### src/console_consts.svh
//------------------------------
// console timing constants and
// script count
//------------------------------
`ifndef CONSOLE_CONSTS_SVH
`define CONSOLE_CONSTS_SVH

`define CON_INIT_DELAY 20 // start to first character
`define CON_CHAR_GAP   12 // unload to next character
`define CON_TX_BUSY    8  // transmitter busy time
`define CON_SCRIPTS    4  // canned scripts in the rom

`endif

### src/console_pkg.sv
//------------------------------
// console package: character,
// script, counter and port types
//------------------------------
`default_nettype none

package console_pkg;

   typedef logic [7:0] char_t;       // one console character
   typedef logic [1:0] script_sel_t; // 0 rt11 dir, 1 v6 boot, 2 test line, 3 returns
   typedef logic [4:0] script_idx_t; // position inside a script
   typedef logic [7:0] delay_t;      // pacing and busy counters

   // four-phase request/acknowledge port
   typedef enum logic [1:0] {
      hs_idle,
      hs_held,
      hs_release
   } hs_state_t;

endpackage

`default_nettype wire

### src/script_if.sv
//------------------------------
// script store lookup interface
//------------------------------
`timescale 1ns/100ps
`default_nettype none

interface script_if;
   console_pkg::script_sel_t sel;  // latched script select
   console_pkg::script_idx_t idx;  // position in the script
   console_pkg::char_t       char; // character at sel/idx
   logic                     last; // final character of the script

   modport store (
      input  sel,
      input  idx,
      output char,
      output last
   );

   modport reader (
      output sel,
      output idx,
      input  char,
      input  last
   );
endinterface

`default_nettype wire

### src/boot_script_rom.sv
//------------------------------
// canned keystroke scripts
//------------------------------
`timescale 1ns/100ps
`default_nettype none

module boot_script_rom (
   script_if.store rom
);
   console_pkg::char_t       ch;
   console_pkg::script_idx_t len; // characters in the selected script

   always_comb begin
      ch  = 8'h0d; // return unless a script says otherwise
      case (rom.sel)
         2'd0: begin // rt11 directory
            len = 5'd4;
            case (rom.idx)
               5'd0:    ch = 8'h64; // d
               5'd1:    ch = 8'h69; // i
               5'd2:    ch = 8'h72; // r
               default: ch = 8'h0d;
            endcase
         end
         2'd1: begin // v6 boot line
            len = 5'd10;
            case (rom.idx)
               5'd0:    ch = 8'h72; // r
               5'd1:    ch = 8'h6b; // k
               5'd2:    ch = 8'h75; // u
               5'd3:    ch = 8'h6e; // n
               5'd4:    ch = 8'h69; // i
               5'd5:    ch = 8'h78; // x
               5'd6:    ch = 8'h2e; // .
               5'd7:    ch = 8'h34; // 4
               5'd8:    ch = 8'h30; // 0
               default: ch = 8'h0d;
            endcase
         end
         2'd2: begin // test line, then ^C
            len = 5'd17;
            case (rom.idx)
               5'd0, 5'd10:        ch = 8'h74; // t
               5'd1:               ch = 8'h68; // h
               5'd2, 5'd5:         ch = 8'h69; // i
               5'd3, 5'd6, 5'd12:  ch = 8'h73; // s
               5'd4, 5'd7, 5'd9:   ch = 8'h20; // space
               5'd8:               ch = 8'h61; // a
               5'd11:              ch = 8'h65; // e
               5'd13:              ch = 8'h74; // t
               5'd15:              ch = 8'h0a; // lf
               5'd16:              ch = 8'h03; // ^C
               default:            ch = 8'h0d;
            endcase
         end
         default: begin // select 3 is three returns
            len = 5'd3;
         end
      endcase
   end

   assign rom.char = ch;
   assign rom.last = (rom.idx >= len - 5'd1); // also set past the end
endmodule

`default_nettype wire

### src/fake_console.sv
//------------------------------
// simulation console top level
//------------------------------
`timescale 1ns/100ps
`default_nettype none

module fake_console (
   input  logic                     clk,
   input  logic                     reset,
   input  logic                     start,
   input  console_pkg::script_sel_t script_sel,
   input  logic                     rx_req,
   output logic                     rx_ack,
   output console_pkg::char_t       rx_data,
   output logic                     rx_empty,
   output logic                     script_done,
   input  logic                     tx_req,
   output logic                     tx_ack,
   input  console_pkg::char_t       tx_data,
   output logic                     tx_empty,
   output console_pkg::char_t       tx_char,
   output logic                     tx_strobe
);
   logic rx_xfer; // unload strobe
   logic tx_xfer; // load strobe

   script_if rom_bus ();

   req_ack_port u_rx_port (
      .clk   (clk),
      .reset (reset),
      .req   (rx_req),
      .ack   (rx_ack),
      .xfer  (rx_xfer)
   );

   req_ack_port u_tx_port (
      .clk   (clk),
      .reset (reset),
      .req   (tx_req),
      .ack   (tx_ack),
      .xfer  (tx_xfer)
   );

   rx_injector u_rx_injector (
      .clk         (clk),
      .reset       (reset),
      .start       (start),
      .script_sel  (script_sel),
      .xfer        (rx_xfer),
      .rx_data     (rx_data),
      .rx_empty    (rx_empty),
      .script_done (script_done),
      .rom         (rom_bus.reader)
   );

   boot_script_rom u_rom (
      .rom (rom_bus.store)
   );

   tx_sink u_tx_sink (
      .clk       (clk),
      .reset     (reset),
      .xfer      (tx_xfer),
      .tx_data   (tx_data),
      .tx_empty  (tx_empty),
      .tx_char   (tx_char),
      .tx_strobe (tx_strobe)
   );
endmodule

`default_nettype wire

### src/req_ack_port.sv
//------------------------------
// four-phase req/ack port
//------------------------------
`timescale 1ns/100ps
`default_nettype none

module req_ack_port (
   input  logic clk,
   input  logic reset,
   input  logic req,
   output logic ack,
   output logic xfer
);
   console_pkg::hs_state_t state;
   console_pkg::hs_state_t state_next;

   always_comb begin
      state_next = state;
      case (state)
         console_pkg::hs_idle: begin
            if (req) state_next = console_pkg::hs_held;
         end
         console_pkg::hs_held: begin
            if (!req) state_next = console_pkg::hs_release; // host dropped req
         end
         default: state_next = console_pkg::hs_idle;
      endcase
   end

   // one-cycle strobe on the idle to held edge
   assign xfer = (state == console_pkg::hs_idle) && req;

   always_ff @(posedge clk or posedge reset) begin
      if (reset) begin
         state <= console_pkg::hs_idle;
         ack   <= 1'b0;
      end else begin
         state <= state_next;
         ack   <= (state == console_pkg::hs_held); // one edge behind the state
      end
   end
endmodule

`default_nettype wire

### src/rx_injector.sv
//------------------------------
// receive side: holding cell,
// script position and pacing
//------------------------------
`timescale 1ns/100ps
`default_nettype none
`include "console_consts.svh"

module rx_injector (
   input  logic                     clk,
   input  logic                     reset,
   input  logic                     start,
   input  console_pkg::script_sel_t script_sel,
   input  logic                     xfer,
   output console_pkg::char_t       rx_data,
   output logic                     rx_empty,
   output logic                     script_done,
   script_if.reader                 rom
);
   console_pkg::char_t  hold;    // holding cell
   console_pkg::delay_t delay;   // cycles left before the next fill
   logic                running; // set by the first start
   logic                fill;
   logic                unload;

   assign fill   = running && rx_empty && !script_done && (delay == '0);
   assign unload = xfer && !rx_empty; // unload of an empty cell is ignored

   always_ff @(posedge clk or posedge reset) begin
      if (reset) begin
         rom.sel     <= '0;
         rom.idx     <= '0;
         delay       <= '0;
         running     <= 1'b0;
         rx_empty    <= 1'b1;
         script_done <= 1'b0;
      end else if (start) begin
         // restart from the top of the selected script
         rom.sel     <= script_sel;
         rom.idx     <= '0;
         delay       <= console_pkg::delay_t'(`CON_INIT_DELAY);
         running     <= 1'b1;
         rx_empty    <= 1'b1;
         script_done <= 1'b0;
      end else if (unload) begin
         rx_empty <= 1'b1;
         delay    <= console_pkg::delay_t'(`CON_CHAR_GAP); // gap before next char
      end else if (fill) begin
         rx_empty    <= 1'b0;
         rom.idx     <= rom.idx + 5'd1;
         script_done <= rom.last;
      end else if (rx_empty && (delay != '0)) begin
         delay <= delay - 8'd1; // run down only while the cell is empty
      end
   end

   // cell and output character
   always_ff @(posedge clk) begin
      if (fill) begin
         hold <= rom.char;
      end
      if (unload) begin
         rx_data <= hold;
      end
   end
endmodule

`default_nettype wire

### src/tx_sink.sv
//------------------------------
// transmit sink: busy timer
// and character echo
//------------------------------
`timescale 1ns/100ps
`default_nettype none
`include "console_consts.svh"

module tx_sink (
   input  logic               clk,
   input  logic               reset,
   input  logic               xfer,
   input  console_pkg::char_t tx_data,
   output logic               tx_empty,
   output console_pkg::char_t tx_char,
   output logic               tx_strobe
);
   console_pkg::delay_t busy; // busy cycles left
   logic                accept;

   assign accept = xfer && tx_empty; // a load while busy is lost

   always_ff @(posedge clk or posedge reset) begin
      if (reset) begin
         busy      <= '0;
         tx_empty  <= 1'b1;
         tx_strobe <= 1'b0;
      end else begin
         tx_strobe <= accept; // one-cycle echo strobe
         if (accept) begin
            tx_empty <= 1'b0;
            busy     <= console_pkg::delay_t'(`CON_TX_BUSY - 1);
         end else if (!tx_empty) begin
            if (busy == '0) begin
               tx_empty <= 1'b1;
            end else begin
               busy <= busy - 8'd1;
            end
         end
      end
   end

   always_ff @(posedge clk) begin
      if (accept) begin
         tx_char <= tx_data; // echoed character
      end
   end
endmodule

`default_nettype wire
### config.mk
export PLATFORM = sky130hd
export DESIGN_NAME = fake_console
export DESIGN_NICKNAME = d
export VERILOG_FILES = /design/src/console_pkg.sv /design/src/script_if.sv /design/src/boot_script_rom.sv /design/src/fake_console.sv /design/src/req_ack_port.sv /design/src/rx_injector.sv /design/src/tx_sink.sv
export VERILOG_INCLUDE_DIRS = /design/src
export SDC_FILE = /design/constraint.sdc
export NUM_CORES = 1
export LEC_CHECK = 0
export BUFFER_PORTS_ARGS = -buffer_cell sky130_fd_sc_hd__buf_2
export CAP_MARGIN = 10
export CORE_MARGIN = 2
export CORE_UTILIZATION = 37
export DETAILED_ROUTE_END_ITERATION = 8
export SYNTH_ARGS = -nofsm -noshare
export SYNTH_HDL_FRONTEND = slang
export SYNTH_HIERARCHICAL = 1
export SYNTH_SLANG_ARGS = --single-unit
### constraint.sdc
create_clock -name clk -period 2.35 [get_ports clk]
set_input_delay 0.3525 -clock clk [delete_from_list [all_inputs] [get_ports clk]]
set_output_delay 0.3525 -clock clk [all_outputs]
set_load 0.005 [all_outputs]
==> results.ini <==
[sta]
skew_ns = 0.0104
grt_setup_unrepaired = no
timing.fmax_mhz = 455
relSlewSlack_pct = 52.4
report.final.slew_viol_count = 0
finalSetupViolations = 0
fin_crit_ns = 2.20
fin_crit_sh_pct = 93.4
tightestPinTransition_ns = 0.714
fin_tns_setup_ns = 0
final-hold-violation-count = 0
hold_slack_ns = 0.183
setup_slack_ns = 0.154

[setup_path]
slowest_delay_ns = 0.46
critPathMaxFanout = 10
crit_top_cell = inv_1
ff2ff_setup_slack_ns = 0.15
cp_cell_sequence = inv_1 > ha_1 > or3b_2 > or3_1 > inv_1 > nand3_1 > a21oi_1
slowest_stage = or3_1
critical_path_class = flop to flop
end_kind = flop
worstSetupStartpointType = flop
required_ns = 2.61
arrival_ns = 2.46

[synth]
syn_nets = 318
synthArstFlopShare_pct = 58.6
synth_flop_cell = dfrtp_1
synth_area_per_cell_sq_um = 11.0
synthesis.area_sq_um = 3100
syn-instance-count = 281
synth_cell_types = 58
synth-seq-cells = 58
yosys_warnings = 6
synth-edff-count = 24
ys_seq_area_share_pct = 50.7

[floorplan]
core-area_sq_um = 8180
die_area_sq_um = 9140
pin_count = 37
dieHeight_um = 95.6
initial_core_util_pct = 38.0
fp-row-count = 33
die_w_um = 95.6

[clock_tree]
h-tree-depth = 3
cts_resized = 0
cts.sinks = 58
numCtsBuffers = 9
clk_pin_slew_ns = 0.07
cts_tree = built
clk_latency_ns = 0.34
clk_path_buf_depth = 2
ctsRootBufferMaster = clkbuf_8

[detailed_routing]
drt-pass1-iter-count = 5
vias = 2309
via_per_inst = 5.28
routed_wl_um = 6190
wl_per_cell_um = 14.2
drt-initial-drc-count = 160
ant_nets = 0
route.detailed.drc = 0

[placement]
placedCellCount = 420
place.gp.congestion = 0.877
portBuffers = 36
pre_cts_slack_ns = 0.169
place_area_sq_um = 3430
place_hpwl_um = 4400

[finish]
design_area_sq_um = 3680
drive_gt1_share_pct = 23.2
diodes = 0
fin_nets = 364
final_cells = 437
syn2layout_area_growth_pct = 18.5
multi_input_area_sq_um = 1390
seq_area_sq_um = 1570
fin_util_pct = 45.0
fillers = 791

[global_routing]
grt_pass1_wl_um = 10200
antenna_found_initial = 0
grtUsageTotal_pct = 14.4
grt-ovfl-total = 0
grt_max_degree = 21
grt_pass1_vias = 2097

[min_path]
hold_class = input port to flop

[power]
p_leak_nw = 1.57
p_per_area_nw_per_um2 = 818
power_mw = 3.01
irDropWorstVdd_mv = 0.399

[flow_run]
cap_violations = 0

[status]
status = finished clean

==> cells in the mapped netlist, types with 6 or more instances <==
cell	instances	area, sq um
or3_1	10	62.6
o211ai_1	8	60.1
nor2_1	14	52.6
edfxtp_1	24	721
inv_1	22	82.6
nand2b_1	9	56.3
a21oi_1	15	75.1
nand3_1	7	35.0
o21ai_0	7	35.0
xnor2_1	6	52.6
ha_1	22	275
dfrtp_1	32	801
nand2_1	12	45.0
==> layout by cell type (no fill, tap or decap), types with 5 or more instances in the layout <==
cell,netlist,layout
nand3_1,7,7
ha_1,22,22
or3_1,10,10
nor2_1,14,14
xnor2_1,6,6
a211oi_1,5,5
buf_4,1,9
nor3_1,5,5
buf_2,4,36
a21oi_1,15,15
inv_1,22,22
o21ai_0,7,7
o211ai_1,8,8
dfrtp_1,32,32
nand2_1,12,12
edfxtp_1,24,24
clkbuf_8,0,9
nand2b_1,9,9
==> final cells by class <==
type / count / area share, %
clock buffers: 9 / 3.37
clock inverters: 7 / 3.20
inverters: 22 / 2.25
multi-input cells: 190 / 37.8
flip-flops and latches: 58 / 42.8
well taps: 105 / 3.57
repair buffers: 46 / 7.01
==> metal layers <==
layer,vias to the layer above,part of all wire (%),track usage (%)
met3,9,6.2,4.74
met5,-,0,0
met1,1105,47,20.4
li1,1119,-,-
met4,0,1.1,3.93
met2,76,46,21.3
==> flip-flops by register name (all words and copies together) (netlist names) <==
name,count
u_tx_sink/tx_char,8
u_rx_injector/hold,8
u_rx_injector/rom.sel,2
u_tx_sink/tx_empty,1
u_tx_sink/tx_strobe,1
u_rx_port/state,2
u_tx_port/state,2
u_rx_injector/script_done,1
u_rx_injector/rx_data,8
u_rx_injector/delay,8
u_rx_injector/running,1
u_tx_sink/busy,8
u_tx_port/ack,1
u_rx_port/ack,1
u_rx_injector/rom.idx,5
u_rx_injector/rx_empty,1
==> logic make-up after synthesis <==
group	Yosys count	share of synthesized area, %
mux	6	2.02
flops	58	50.7
xor+xnor	8	2.26
simple gates	84	16.4
fa+ha+maj	22	8.87
buf+inv	33	4.51
other cells	1	0.121
compound gates	69	15.2
==> worst paths after layout <==
| check | start | endpoint | cells after the start |
|---|---|---|---|
| worst max-delay path | u_rx_injector/delay[0]$_DFFE_PP0P_ | u_rx_injector/rom.idx[1]$_DFFE_PP0P_ | 7 |
| worst min-delay path | tx_data[3] | u_tx_sink/tx_char[3]$_DFFE_PP_ | 1 |
| worst max register to register | u_rx_injector/delay[0]$_DFFE_PP0P_ | u_rx_injector/rom.idx[1]$_DFFE_PP0P_ | 7 |
| worst min register to register | u_rx_injector/hold[5]$_DFFE_PP_ | u_rx_injector/rx_data[5]$_DFFE_PP_ | 0 |
| max in group asynchronous | reset | u_rx_injector/delay[0]$_DFFE_PP0P_ | 3 |
| min in group asynchronous | reset | u_tx_port/state[0]$_DFFE_PP0P_ | 3 |
==> worst max-delay path, delay by kind of cell, from the launching register on <==
kind	cells	cell delay, ns
simple gates	3	1.03
buf+inv	2	0.41
flops	1	0.40
compound gates	1	0.15
fa+ha+maj	1	0.14
==> repair_timing <==
| item | CTS | global route |
|---|---|---|
| setup buffers | 0 | 0 |
| hold buffers | 1 | 0 |
| endpoints found under the hold margin | 6 | 0 |
==> power by group <==
group	leakage [nW]	switching (mW)	internal [mW]
clock	0.123	0.406	0.703
sequential	0.642	0.139	1.19
combinational	0.801	0.297	0.271
total	1.57	0.842	2.17
Power figures use the tool's default switching activity.
